--- config.mk ---
export PLATFORM = sky130hd
export DESIGN_NAME = mem_bus_bridge
export DESIGN_NICKNAME = d
export VERILOG_FILES = /design/src/rtl/l1i_pkg.sv /design/src/rtl/mem_bus_bridge.sv
export SDC_FILE = /design/constraint.sdc
export NUM_CORES = 1
export LEC_CHECK = 0
export BUFFER_PORTS_ARGS = -buffer_cell sky130_fd_sc_hd__buf_2
export CORE_MARGIN = 2
export CORE_UTILIZATION = 47
export CTS_CLUSTER_DIAMETER = 40
export DETAILED_ROUTE_END_ITERATION = 8
export PLACE_DENSITY = 0.8
export SETUP_SLACK_MARGIN = 0.15
export SYNTH_ARGS = -nofsm -noshare
export SYNTH_HDL_FRONTEND = slang
export SYNTH_SLANG_ARGS = --single-unit
--- constraint.sdc ---
create_clock -name clk -period 6 [get_ports clk]
set_clock_uncertainty 0.15 [all_clocks]
set_input_delay 1.5 -clock clk [delete_from_list [all_inputs] [get_ports clk]]
set_output_delay 1.5 -clock clk [all_outputs]
set_load 0.02 [all_outputs]
--- src/rtl/l1i_pkg.sv ---
package l1i_pkg;

    localparam int ADDR_BITS      = 32;
    localparam int WORD_BITS      = 32;
    localparam int WORDS_PER_LINE = 4;
    localparam int LINE_BITS      = WORD_BITS * WORDS_PER_LINE;
    localparam int SETS           = 16;
    localparam int WAYS           = 2;
    // RAM read cycles between rd_en and lookup
    localparam int READ_LATENCY   = 1;
    localparam int OFFSET_BITS    = $clog2(WORDS_PER_LINE);
    localparam int INDEX_BITS     = $clog2(SETS);
    localparam int TAG_BITS       = ADDR_BITS - INDEX_BITS - OFFSET_BITS - 2;

    typedef logic [ADDR_BITS-1:0]     addr_t;
    typedef logic [WORD_BITS-1:0]     word_t;
    typedef logic [LINE_BITS-1:0]     line_t;
    typedef logic [TAG_BITS-1:0]      tag_t;
    typedef logic [INDEX_BITS-1:0]    index_t;
    typedef logic [OFFSET_BITS-1:0]   offset_t;
    typedef logic [$clog2(WAYS)-1:0]  way_t;

    typedef struct packed {
        logic   hit;
        way_t   hit_way;
        way_t   victim;
        line_t  line;
    } lookup_t;

    typedef struct packed {
        way_t   way;
        index_t index;
        tag_t   tag;
        line_t  line;
    } line_write_t;

    typedef struct packed {
        addr_t                    addr;
        word_t                    wdata;
        logic [WORD_BITS/8-1:0]   wstrb;
    } mem_req_t;

    typedef enum logic [2:0] {
        IDLE,
        LOOKUP,
        RESPOND,
        REFILL,
        FILL
    } ctrl_state_t;

    function automatic tag_t addr_tag(addr_t addr);
        return addr[ADDR_BITS-1:ADDR_BITS-TAG_BITS];
    endfunction

    function automatic index_t addr_index(addr_t addr);
        return addr[OFFSET_BITS+2 +: INDEX_BITS];
    endfunction

    function automatic offset_t addr_offset(addr_t addr);
        return addr[2 +: OFFSET_BITS];
    endfunction

    // Byte address of word 0 of the line
    function automatic addr_t line_base(addr_t addr);
        return {addr[ADDR_BITS-1:OFFSET_BITS+2], {(OFFSET_BITS+2){1'b0}}};
    endfunction

    function automatic word_t line_word(line_t line, offset_t off);
        return line[off*WORD_BITS +: WORD_BITS];
    endfunction

endpackage

--- src/rtl/mem_bus_bridge.sv ---
`timescale 1ns/1ns

module mem_bus_bridge (
    input  logic                clk,
    input  logic                resetn,
    input  logic                refill_valid_i,
    input  l1i_pkg::addr_t      refill_addr_i,
    output logic                refill_ready_o,
    output logic                fill_valid_o,
    output l1i_pkg::line_t      fill_line_o,
    output logic                iomem_valid_o,
    output l1i_pkg::mem_req_t   iomem_req_o,
    input  logic                iomem_ready_i,
    input  l1i_pkg::word_t      iomem_rdata_i
);

    logic               busy_q;
    logic               req_valid_q;
    logic               fill_valid_q;
    l1i_pkg::offset_t   word_cnt_q;
    l1i_pkg::addr_t     base_q;
    l1i_pkg::line_t     line_q;

    always_ff @(posedge clk) begin
        if (!resetn) begin
            busy_q       <= 1'b0;
            req_valid_q  <= 1'b0;
            fill_valid_q <= 1'b0;
            word_cnt_q   <= '0;
        end else begin
            fill_valid_q <= 1'b0;
            if (!busy_q) begin
                if (refill_valid_i) begin
                    busy_q      <= 1'b1;
                    req_valid_q <= 1'b1;
                    word_cnt_q  <= '0;
                end
            end else if (req_valid_q) begin
                if (iomem_ready_i) begin
                    req_valid_q <= 1'b0;
                    if (word_cnt_q == l1i_pkg::offset_t'(l1i_pkg::WORDS_PER_LINE - 1)) begin
                        busy_q       <= 1'b0;
                        fill_valid_q <= 1'b1;
                    end else begin
                        word_cnt_q <= word_cnt_q + 1'b1;
                    end
                end
            end else begin
                // Valid stays low for one cycle between words
                req_valid_q <= 1'b1;
            end
        end
    end

    always_ff @(posedge clk) begin
        if (!busy_q && refill_valid_i) begin
            base_q <= refill_addr_i;
        end
        // Words arrive in order and shift in from the top so word 0 ends low
        if (req_valid_q && iomem_ready_i) begin
            line_q <= {iomem_rdata_i, line_q[l1i_pkg::LINE_BITS-1:l1i_pkg::WORD_BITS]};
        end
    end

    assign refill_ready_o = !busy_q;
    assign fill_valid_o   = fill_valid_q;
    assign fill_line_o    = line_q;

    assign iomem_valid_o     = req_valid_q;
    assign iomem_req_o.addr  = base_q + (l1i_pkg::addr_t'(word_cnt_q) << 2);
    assign iomem_req_o.wdata = '0;
    assign iomem_req_o.wstrb = '0;

endmodule

==> run_results.csv <==
group,metric,value,unit
timing,min_period,4.09,ns
pwr,p_leak,3.09,nW
yosys,synth_cell_type_count,27,
clocking,post-cts-setup-buffers,0,
yosys,yosys_warnings,0,
worst_hold_path,min_path_cells,0,
yosys,syn_area_per_cell,19.7,µm²
die,start_util,48.6,%
clocking,cts_resized,0,
global_route,grt_pass1_wl,16.7,mm
pwr,ir_worst_vdd,0.228,mV
detailed_routing,wl_per_cell,16.7,µm
detailed_routing,drc_errors,0,
timing,fmax,245,MHz
clocking,cts_root_buf,"clkbuf_16",
worst_hold_path,min_from,"fill_line_o[36]",
global_route,grt_pass1_vias,3225,
clocking,clk_path_buf_depth,2,
placed_design,port_buffers,230,
finish,layout_commonest_cell,"buf_2",
timing,maxSlewViolCount,0,
finish,antenna_cells,0,
global_route,grt_max_degree,49,
clocking,cts_hold_buf,0,
die,rows,40,
critical_path,cp.required,4.35,ns
critical_path,r2r_cells,2,
finish,layout_common_cells,"230 x buf_2, 160 x edfxtp_1, 36 x conb_1",
placed_design,hpwl,8.85,mm
placed_design,gp_congestion,0.873,
yosys,ys_ff_latch,165,
pwr,powerDensity,330,mW/mm²
critical_path,worst-path-max-fanout,9,
die,io_pins,267,
critical_path,crit_arrival,2.44,ns
clocking,h-tree-depth,4,
yosys,syn_inst,298,
critical_path,reg2reg_to,"fill_line_o[19]",
global_route,busiest_layer,"met2",
timing,tns,0,ns
detailed_routing,drt-pass1-iter-count,4,
detailed_routing,num_vias,3364,
global_route,met2_usage,29.3,%
timing,setup_violations,0,
finish,n_fill_cell,893,
worst_hold_path,hold_end,"fill_line_o[4]",
timing,rsz0062_at_grt,"false",
detailed_routing,drt_wl_total,12.2,mm
timing,hold_violations,0,
critical_path,crit_type,"reg -> out",
clocking,tritoncts,"yes",
timing,period_share,68.1,%
global_route,groute.usage.overall,17.2,%
die,placeableCoreArea,0.0121,mm²
pwr,power,2.52,mW
clocking,clock_sink_count,165,
yosys,ys_seq_area_share,83.4,%
critical_path,rr_startpoint,"iomem_valid_o",
global_route,grt_overflow,0,
finish,drive_gt1_share,47.4,%
timing,relSlewSlack,60.2,%
run,maxCapViolations,0,
critical_path,startpoint_type,"flop",
global_route,grt_use_met1,17.8,%
clocking,clkTransAtPathRegs,0.06,ns
finish,area_growth_syn_to_layout,29.9,%
global_route,antenna_found_initial,0,
detailed_routing,via_per_inst,4.63,
die,die_h,116,µm
finish,nets,618,
die,dieArea,0.0134,mm²
yosys,synth_area,0.00588,mm²
die,die_w,116,µm
worst_hold_path,min_path_type,"reg -> reg",
global_route,use_met3,9.26,%
detailed_routing,drtAntennaViolNets,0,
clocking,numCtsBuffers,17,
run_status,status,"complete, no violations",
critical_path,critPathCaptureType,"primary output",
clocking,clock_latency,0.41,ns
detailed_routing,first_iter_violations,249,
timing,worstMarginPinSlew,0.593,ns
critical_path,r2r_slack,3.94,ns
## per-layer routing
layer	share of wire, %	vias up
met2	51	192
li1	-	1561
met3	12	10
met1	36	1601
met4	1.3	0
met5	0	-
## cell families after synthesis
logic type               count (synthesis)  synth area share, %
flip-flops                             165                 83.4
other                                    1               0.0638
XOR/XNOR                                28                 4.17
buffers and inverters                   41                 5.06
AND/OR/NAND/NOR                         53                 5.70
AO/OA/AOI/OAI                            6                0.638
adder cells (fa/ha/maj)                  4                0.979
## power breakdown
group | total (mW) | internal [mW] | switching [mW]
Combinational | 0.195 | 0.0568 | 0.138
Clock | 0.971 | 0.536 | 0.435
Sequential | 1.35 | 1.33 | 0.0283
## worst max path at each step
stage                     cells after the start          start              end  slack, ns
after floorplan                               1  iomem_ready_i   fill_line_o[0]       0.93
after global placement                        6      base_q[3]  iomem_req_o[57]       2.48
after detailed placement                      7  word_cnt_q[0]  iomem_req_o[62]       2.35
after CTS                                     7  word_cnt_q[0]  iomem_req_o[62]       1.87
after global routing                          7  word_cnt_q[0]  iomem_req_o[62]       1.71
final                                         7  word_cnt_q[0]  iomem_req_o[62]       1.91
## critical path, stage by stage, from the launching register on
cell	delay (ns)
dfxtp_1	0.38
ha_1	0.21
fa_1	0.27
nand2_1	0.15
nor4_4	0.47
nand3_1	0.19
xnor2_1	0.18
buf_2	0.19
## state kept, by name, summed over array words and instances, names as in the netlist
register	cells
fill_line_o	128
base_q	32
word_cnt_q	2
busy_q	1
fill_valid_o	1
iomem_valid_o	1
## Yosys cell counts
| master | number | area share [%] |
|---|---|---|
| edfxtp_1 | 160 | 82 |
| buf_4 | 38 | 4.8 |
| xnor2_1 | 22 | 3.3 |
| nand3_1 | 13 | 1.1 |
| nand4_1 | 8 | 0.85 |
| and3_1 | 6 | 0.64 |
| xor2_1 | 6 | 0.89 |
| dfxtp_1 | 5 | 1.7 |
| nand2_1 | 5 | 0.32 |
| and4_1 | 4 | 0.60 |
| nor2_1 | 4 | 0.26 |
| a21oi_1 | 3 | 0.26 |
| and2_1 | 3 | 0.32 |
| ha_1 | 3 | 0.64 |
| nor2b_1 | 3 | 0.32 |
| inv_1 | 2 | 0.13 |
| nor3_1 | 2 | 0.17 |
| nor4_4 | 2 | 0.72 |
| a22oi_1 | 1 | 0.13 |
| and4b_1 | 1 | 0.17 |
| buf_2 | 1 | 0.085 |
| conb_1 | 1 | 0.064 |
| fa_1 | 1 | 0.34 |
| nor4_1 | 1 | 0.11 |
| o21ai_0 | 1 | 0.085 |
| o311a_1 | 1 | 0.17 |
| or2b_1 | 1 | 0.13 |
## final cells by class
| class | count | area, µm² | area share, % |
|---|---|---|---|
| timing repair buffer | 233 | 1170 | 15.4 |
| clock inverter | 13 | 97.6 | 1.28 |
| inverter | 2 | 7.51 | 0.0982 |
| multi-input combinational | 127 | 816 | 10.7 |
| clock buffer | 19 | 433 | 5.66 |
| sequential | 165 | 4900 | 64.2 |
| tap | 168 | 210 | 2.75 |
## stage by stage
step                util, %  std cells  hold WS, ns  setup WS [ns]  cell area [µm²]
floorplan                 -        333        0.375          0.930             6010
global placement       58.7        695        0.275           2.48             7110
detailed placement     58.7        695        0.279           2.35             7110
CTS                    63.1        727        0.294           1.87             7640
global route           63.1        727        0.299           1.71             7640
finish                 63.1        727        0.292           1.91             7640
Power figures use the tool's default switching activity.
