**config.mk**
```make
export PLATFORM = sky130hd
export DESIGN_NAME = l1i_controller
export DESIGN_NICKNAME = d
export VERILOG_FILES = /design/src/rtl/l1i_pkg.sv /design/src/rtl/l1i_controller.sv
export SDC_FILE = /design/constraint.sdc
export NUM_CORES = 1
export LEC_CHECK = 0
export ABC_AREA = 1
export BUFFER_PORTS_ARGS = -buffer_cell sky130_fd_sc_hd__buf_2
export CAP_MARGIN = 40
export CORE_AREA = 2 2 217 219
export DETAILED_ROUTE_END_ITERATION = 10
export DIE_AREA = 0 0 219 221
export GPL_ROUTABILITY_DRIVEN = 1
export PLACE_DENSITY = 0.47
export SLEW_MARGIN = 20
export SYNTH_ARGS = -nofsm -noshare
export SYNTH_HDL_FRONTEND = slang
export SYNTH_SLANG_ARGS = --single-unit
export TNS_END_PERCENT = 10
```
**constraint.sdc**
```tcl
create_clock -name clk -period 20.1 [get_ports clk]
set_input_delay 1.005 -clock clk [delete_from_list [all_inputs] [get_ports clk]]
set_output_delay 1.005 -clock clk [all_outputs]
set_load 0.005 [all_outputs]
```
**src/rtl/l1i_pkg.sv**
```systemverilog
package l1i_pkg;

    localparam int ADDR_BITS      = 32;
    localparam int WORD_BITS      = 32;
    localparam int WORDS_PER_LINE = 4;
    localparam int LINE_BITS      = WORD_BITS * WORDS_PER_LINE;
    localparam int SETS           = 16;
    localparam int WAYS           = 2;
    // RAM read cycles between rd_en and lookup
    localparam int READ_LATENCY   = 1;
    localparam int OFFSET_BITS    = $clog2(WORDS_PER_LINE);
    localparam int INDEX_BITS     = $clog2(SETS);
    localparam int TAG_BITS       = ADDR_BITS - INDEX_BITS - OFFSET_BITS - 2;

    typedef logic [ADDR_BITS-1:0]     addr_t;
    typedef logic [WORD_BITS-1:0]     word_t;
    typedef logic [LINE_BITS-1:0]     line_t;
    typedef logic [TAG_BITS-1:0]      tag_t;
    typedef logic [INDEX_BITS-1:0]    index_t;
    typedef logic [OFFSET_BITS-1:0]   offset_t;
    typedef logic [$clog2(WAYS)-1:0]  way_t;

    typedef struct packed {
        logic   hit;
        way_t   hit_way;
        way_t   victim;
        line_t  line;
    } lookup_t;

    typedef struct packed {
        way_t   way;
        index_t index;
        tag_t   tag;
        line_t  line;
    } line_write_t;

    typedef struct packed {
        addr_t                    addr;
        word_t                    wdata;
        logic [WORD_BITS/8-1:0]   wstrb;
    } mem_req_t;

    typedef enum logic [2:0] {
        IDLE,
        LOOKUP,
        RESPOND,
        REFILL,
        FILL
    } ctrl_state_t;

    function automatic tag_t addr_tag(addr_t addr);
        return addr[ADDR_BITS-1:ADDR_BITS-TAG_BITS];
    endfunction

    function automatic index_t addr_index(addr_t addr);
        return addr[OFFSET_BITS+2 +: INDEX_BITS];
    endfunction

    function automatic offset_t addr_offset(addr_t addr);
        return addr[2 +: OFFSET_BITS];
    endfunction

    // Byte address of word 0 of the line
    function automatic addr_t line_base(addr_t addr);
        return {addr[ADDR_BITS-1:OFFSET_BITS+2], {(OFFSET_BITS+2){1'b0}}};
    endfunction

    function automatic word_t line_word(line_t line, offset_t off);
        return line[off*WORD_BITS +: WORD_BITS];
    endfunction

endpackage

```
**src/rtl/l1i_controller.sv**
```systemverilog
`timescale 1ns/1ns

module l1i_controller (
    input  logic                    clk,
    input  logic                    resetn,
    input  logic                    fetch_valid_i,
    input  l1i_pkg::addr_t          fetch_addr_i,
    output logic                    fetch_ready_o,
    output logic                    resp_valid_o,
    output l1i_pkg::word_t          resp_word_o,
    input  logic                    resp_ready_i,
    output logic                    rd_en_o,
    output l1i_pkg::index_t         rd_index_o,
    output l1i_pkg::tag_t           rd_tag_o,
    input  l1i_pkg::lookup_t        lookup_i,
    input  logic                    lookup_valid_i,
    output logic                    wr_en_o,
    output l1i_pkg::line_write_t    line_write_o,
    output logic                    refill_valid_o,
    output l1i_pkg::addr_t          refill_addr_o,
    input  logic                    refill_ready_i,
    input  logic                    fill_valid_i,
    input  l1i_pkg::line_t          fill_line_i
);

    l1i_pkg::ctrl_state_t   state_q;
    logic                   rd_en_q;
    logic                   refill_valid_q;
    l1i_pkg::addr_t         addr_q;
    l1i_pkg::way_t          victim_q;
    l1i_pkg::line_t         fill_line_q;
    l1i_pkg::word_t         resp_word_q;

    always_ff @(posedge clk) begin
        if (!resetn) begin
            state_q        <= l1i_pkg::IDLE;
            rd_en_q        <= 1'b0;
            refill_valid_q <= 1'b0;
        end else begin
            rd_en_q <= 1'b0;
            case (state_q)
                l1i_pkg::IDLE: begin
                    if (fetch_valid_i) begin
                        rd_en_q <= 1'b1;
                        state_q <= l1i_pkg::LOOKUP;
                    end
                end
                l1i_pkg::LOOKUP: begin
                    if (lookup_valid_i) begin
                        if (lookup_i.hit) begin
                            state_q <= l1i_pkg::RESPOND;
                        end else begin
                            refill_valid_q <= 1'b1;
                            state_q        <= l1i_pkg::REFILL;
                        end
                    end
                end
                l1i_pkg::REFILL: begin
                    if (refill_ready_i) begin
                        refill_valid_q <= 1'b0;
                    end
                    if (fill_valid_i) begin
                        state_q <= l1i_pkg::FILL;
                    end
                end
                l1i_pkg::FILL: begin
                    state_q <= l1i_pkg::RESPOND;
                end
                l1i_pkg::RESPOND: begin
                    if (resp_ready_i) begin
                        state_q <= l1i_pkg::IDLE;
                    end
                end
                default: begin
                    state_q <= l1i_pkg::IDLE;
                end
            endcase
        end
    end

    always_ff @(posedge clk) begin
        if (state_q == l1i_pkg::IDLE && fetch_valid_i) begin
            addr_q <= fetch_addr_i;
        end
        if (state_q == l1i_pkg::LOOKUP && lookup_valid_i) begin
            victim_q    <= lookup_i.victim;
            resp_word_q <= l1i_pkg::line_word(lookup_i.line, l1i_pkg::addr_offset(addr_q));
        end
        if (state_q == l1i_pkg::REFILL && fill_valid_i) begin
            fill_line_q <= fill_line_i;
        end
        // Answer straight from the refilled line without a second lookup
        if (state_q == l1i_pkg::FILL) begin
            resp_word_q <= l1i_pkg::line_word(fill_line_q, l1i_pkg::addr_offset(addr_q));
        end
    end

    assign fetch_ready_o = (state_q == l1i_pkg::IDLE);
    assign resp_valid_o  = (state_q == l1i_pkg::RESPOND);
    assign resp_word_o   = resp_word_q;

    assign rd_en_o    = rd_en_q;
    assign rd_index_o = l1i_pkg::addr_index(addr_q);
    assign rd_tag_o   = l1i_pkg::addr_tag(addr_q);

    assign wr_en_o            = (state_q == l1i_pkg::FILL);
    assign line_write_o.way   = victim_q;
    assign line_write_o.index = l1i_pkg::addr_index(addr_q);
    assign line_write_o.tag   = l1i_pkg::addr_tag(addr_q);
    assign line_write_o.line  = fill_line_q;

    assign refill_valid_o = refill_valid_q;
    assign refill_addr_o  = l1i_pkg::line_base(addr_q);

endmodule

```
==> metrics.txt <==
# TYPE chip_impl_metric gauge
chip_impl_info{name="outcome",value="completed"} 1
chip_impl_info{name="setup.worst_path.end_class",value="output port"} 1
chip_impl_metric{name="grt_max_degree",unit=""} 68
chip_impl_metric{name="dp_hpwl",unit="um"} 29500
chip_impl_metric{name="highest_clock_rate",unit="MHz"} 287
chip_impl_metric{name="report.final.slew_viol_count",unit=""} 0
chip_impl_metric{name="grt_pass1_vias",unit=""} 9223
chip_impl_metric{name="detailroute.via_count",unit=""} 9218
chip_impl_metric{name="synthesis.area",unit="um2"} 10300
chip_impl_metric{name="final_setup_violating_endpoints",unit=""} 0
chip_impl_metric{name="initial_antenna_violation_count",unit=""} 7
chip_impl_metric{name="p_switching",unit="mW"} 0.272
chip_impl_info{name="grt_setup_unrepaired",value="false"} 1
chip_impl_metric{name="combined_flip_flop_and_latch_cell_area",unit="um2"} 5840
chip_impl_metric{name="drt-total-wl",unit="um"} 38900
chip_impl_metric{name="overflow",unit=""} 0
chip_impl_metric{name="asyncSetResetFlopFracSynth",unit="%"} 0
chip_impl_metric{name="final_layout_size_suffix_gt1_share",unit="%"} 36.5
chip_impl_metric{name="clk-insertion-delay-late",unit="ns"} 0.50
chip_impl_info{name="cts_tree",value="built"} 1
chip_impl_metric{name="final-instance-count-excl-fill",unit=""} 2248
chip_impl_metric{name="grt_pass1_wl",unit="um"} 56400
chip_impl_metric{name="cts-htree-levels",unit=""} 4
chip_impl_metric{name="synth_seq_area_share",unit="%"} 56.5
chip_impl_metric{name="clockPowerShare",unit="%"} 35.6
chip_impl_metric{name="max_cap_viol_count",unit=""} 0
chip_impl_metric{name="post_cts.repair.setup_buffers",unit=""} 0
chip_impl_metric{name="cts.reportedPaths.clkPinSlew",unit="ns"} 0.08
chip_impl_metric{name="reg2reg_setup_slack",unit="ns"} 17.06
chip_impl_metric{name="cts_hold_buffers",unit=""} 0
chip_impl_info{name="setup.worst_path.start",value="state_q[0]"} 1
chip_impl_metric{name="ir_worst_vdd",unit="mV"} 0.0573
chip_impl_metric{name="synth_edf_count",unit=""} 191
chip_impl_metric{name="dr.first_iter.drc_count",unit=""} 373
chip_impl_metric{name="grtUsageTotal",unit="%"} 15.9
chip_impl_metric{name="clkSinkCount",unit=""} 196
chip_impl_metric{name="place.gp.congestion",unit=""} 0.844
chip_impl_metric{name="dpl.cell_count",unit=""} 2212
chip_impl_metric{name="start_util",unit="%"} 22.4
chip_impl_metric{name="y_dimension_of_the_die",unit="um"} 221
chip_impl_metric{name="timing.critical_path.fanout_max",unit=""} 67
chip_impl_metric{name="power.share.switching",unit="%"} 28.0
chip_impl_metric{name="cts_max_path_buffers",unit=""} 2
chip_impl_metric{name="timing.slew.headroom",unit="%"} 47.2
chip_impl_info{name="timing.rr.end",value="resp_word_o[20]"} 1
chip_impl_metric{name="finClkSkew",unit="ns"} 0.0141
chip_impl_metric{name="p_comb_share",unit="%"} 15.4
chip_impl_info{name="capturing_element_of_the_worst_setup_path",value="wr_en_o"} 1
chip_impl_metric{name="ys_seq_elements",unit=""} 196
chip_impl_metric{name="post_cts.resized_instances",unit=""} 0
chip_impl_metric{name="pwr_density_cell",unit="nW/um2"} 71.0
chip_impl_metric{name="detail_route.first_pass.iterations",unit=""} 5
chip_impl_metric{name="power.leakage",unit="nW"} 7.21
chip_impl_metric{name="synth.yosys.warnings",unit=""} 0
chip_impl_metric{name="fin_crit",unit="ns"} 3.49
chip_impl_info{name="synthDominantAreaCellType",value="sky130_fd_sc_hd__edfxtp_1"} 1
chip_impl_metric{name="tns",unit="ns"} 0
chip_impl_metric{name="ff2ff_path_depth",unit=""} 9
chip_impl_metric{name="synth.avg_cell_area",unit="um2"} 8.64
chip_impl_info{name="timing.critical_path.from_type",value="register"} 1
chip_impl_info{name="dominantRegCellSynth",value="sky130_fd_sc_hd__edfxtp_1"} 1
chip_impl_metric{name="area_growth_syn_to_layout",unit="%"} 32.7
chip_impl_metric{name="port-buffer-count",unit=""} 544
chip_impl_info{name="crit-reg2reg-launch",value="state_q[0]"} 1
chip_impl_metric{name="worst-endpoint-required",unit="ns"} 19.09
chip_impl_metric{name="max_slew.worst_pin.slew",unit="ns"} 0.793
chip_impl_info{name="synth_area_leaders",value="sky130_fd_sc_hd__edfxtp_1, sky130_fd_sc_hd__nand3_1, sky130_fd_sc_hd__nand2_1"} 1
chip_impl_metric{name="avgRoutedWirePerCell",unit="um"} 17.3
chip_impl_metric{name="synth.distinct_cells",unit=""} 19
chip_impl_metric{name="multiInputGateArea",unit="um2"} 2560
chip_impl_metric{name="drtAntennaViolNets",unit=""} 0
chip_impl_metric{name="floorplan.rows",unit=""} 79
chip_impl_metric{name="power_report.internal_total",unit="mW"} 0.701
chip_impl_metric{name="share_seq_of_total_power",unit="%"} 48.9
chip_impl_metric{name="final_net_count",unit=""} 1924
chip_impl_metric{name="drc",unit=""} 0
chip_impl_info{name="critPathKind",value="register to output port"} 1
chip_impl_info{name="holdCritPathClass",value="register to register"} 1
chip_impl_metric{name="floorplan.die_area",unit="um2"} 48400
chip_impl_info{name="synth.cells.most_frequent",value="sky130_fd_sc_hd__nand2_1, sky130_fd_sc_hd__inv_1, sky130_fd_sc_hd__nand3_1"} 1
chip_impl_metric{name="synth_top_area_share",unit="%"} 55.5
chip_impl_metric{name="layout_worst_path_cycle_share",unit="%"} 17.4
chip_impl_info{name="synth_most_common_cell",value="sky130_fd_sc_hd__nand2_1"} 1
chip_impl_metric{name="core_area",unit="um2"} 46100
chip_impl_metric{name="layout.filler_cells",unit=""} 5058
chip_impl_metric{name="cts_made_buffers",unit=""} 17
chip_impl_metric{name="post_drt_via_cell_ratio",unit=""} 4.10
chip_impl_metric{name="synth_cells",unit=""} 1196
chip_impl_metric{name="hold_viol",unit=""} 0
chip_impl_metric{name="critical_path_arrival",unit="ns"} 2.48
chip_impl_metric{name="design.portCount",unit=""} 552
chip_impl_info{name="cts_root_buffer",value="sky130_fd_sc_hd__clkbuf_16"} 1
chip_impl_metric{name="floorplan.die.width",unit="um"} 219
==> power groups by stage <==
stage	logic (mW)	registers, mW	clock network [mW]
after floorplan	0.0879	0.485	0
after global placement	0.148	0.485	0
after detailed placement	0.153	0.485	0
after CTS	0.153	0.476	0.362
after global routing	0.169	0.478	0.370
final	0.150	0.476	0.347
==> kinds of logic (layout without fill, tap and decap cells) <==
| logic type | after synthesis | in the layout | synth area share [%] |
|---|---|---|---|
| flops | 196 | 196 | 56.5 |
| simple gates | 575 | 575 | 24.2 |
| buf+inv | 422 | 862 | 19.1 |
| compound gates | 2 | 2 | 0.0968 |
| other cells | 1 | 6 | 0.0363 |
==> worst min-delay path by stage <==
stage / startpoint / end / slack [ns] / depth (start not counted)
3_5_place_dp: refill_valid_o / refill_valid_o / 0.51 / 4
6_report: refill_valid_o / refill_valid_o / 0.52 / 4
3_3_place_gp: refill_valid_o / refill_valid_o / 0.51 / 4
2_1_floorplan: refill_valid_o / refill_valid_o / 0.51 / 4
5_1_grt: refill_valid_o / refill_valid_o / 0.62 / 4
4_1_cts: refill_valid_o / refill_valid_o / 0.52 / 4
==> metrics by stage <==
| step | cell area, um2 | util [%] | total power [mW] | hold slack [ns] | worst slack, ns |
|---|---|---|---|---|---|
| 6_report | 13700 | 29.8 | 0.973 | 0.520 | 16.61 |
| 5_1_grt | 13700 | 29.8 | 1.02 | 0.620 | 16.39 |
| 4_1_cts | 13700 | 29.6 | 0.991 | 0.521 | 16.49 |
| 3_5_place_dp | 13100 | 28.4 | 0.638 | 0.511 | 16.98 |
| 3_3_place_gp | 13000 | 28.2 | 0.633 | 0.507 | 16.97 |
| 2_1_floorplan | 10300 | - | 0.573 | 0.505 | 13.12 |
==> metal layers <==
| metal | GRT usage, % | part of all wire (%) |
|---|---|---|
| met4 | 5.88 | 2.3 |
| met1 | 18.0 | 40 |
| met5 | 0 | 0.098 |
| met3 | 4.81 | 7.9 |
| met2 | 27.8 | 50 |
==> worst max-delay path, stage by stage, from the launching register on <==
cell and delay, ns:
sky130_fd_sc_hd__dfxtp_1 0.39, sky130_fd_sc_hd__nor2_4 0.12, sky130_fd_sc_hd__buf_4 0.54, sky130_fd_sc_hd__nand2_4 0.57, sky130_fd_sc_hd__inv_1 0.17, sky130_fd_sc_hd__buf_2 0.13
==> state kept, by name, indices dropped and copies added, names as in the netlist <==
signal          count
addr_q             30
refill_valid_o      1
state_q             3
rd_en_o             1
victim_q            1
resp_word_o        32
fill_line_q       128
==> layout by cell type (no fill, tap or decap), types with 2 or more instances in the layout <==
master / count
sky130_fd_sc_hd__conb_1: 4
sky130_fd_sc_hd__clkbuf_16: 17
sky130_fd_sc_hd__buf_4: 10
sky130_fd_sc_hd__nor3_1: 4
sky130_fd_sc_hd__clkinvlp_4: 2
sky130_fd_sc_hd__diode_2: 2
sky130_fd_sc_hd__nor2_4: 3
sky130_fd_sc_hd__buf_2: 544
sky130_fd_sc_hd__nand2_1: 295
sky130_fd_sc_hd__dfxtp_1: 4
sky130_fd_sc_hd__clkinv_4: 3
sky130_fd_sc_hd__edfxtp_1: 191
sky130_fd_sc_hd__clkinv_2: 3
sky130_fd_sc_hd__nor2_1: 10
sky130_fd_sc_hd__inv_8: 2
sky130_fd_sc_hd__buf_16: 5
sky130_fd_sc_hd__inv_1: 268
sky130_fd_sc_hd__inv_6: 3
sky130_fd_sc_hd__nand3_1: 261
==> layout make-up <==
| class | count | share of cell area (%) |
|---|---|---|
| flip-flops and latches | 196 | 42.6 |
| diodes | 2 | 0.0365 |
| clock inverters | 15 | 1.10 |
| clock buffers | 17 | 3.10 |
| well taps | 607 | 5.54 |
| repair buffers | 560 | 21.6 |
| multi-input cells | 581 | 18.7 |
| inverters | 270 | 7.40 |
Power figures use the tool's default switching activity.
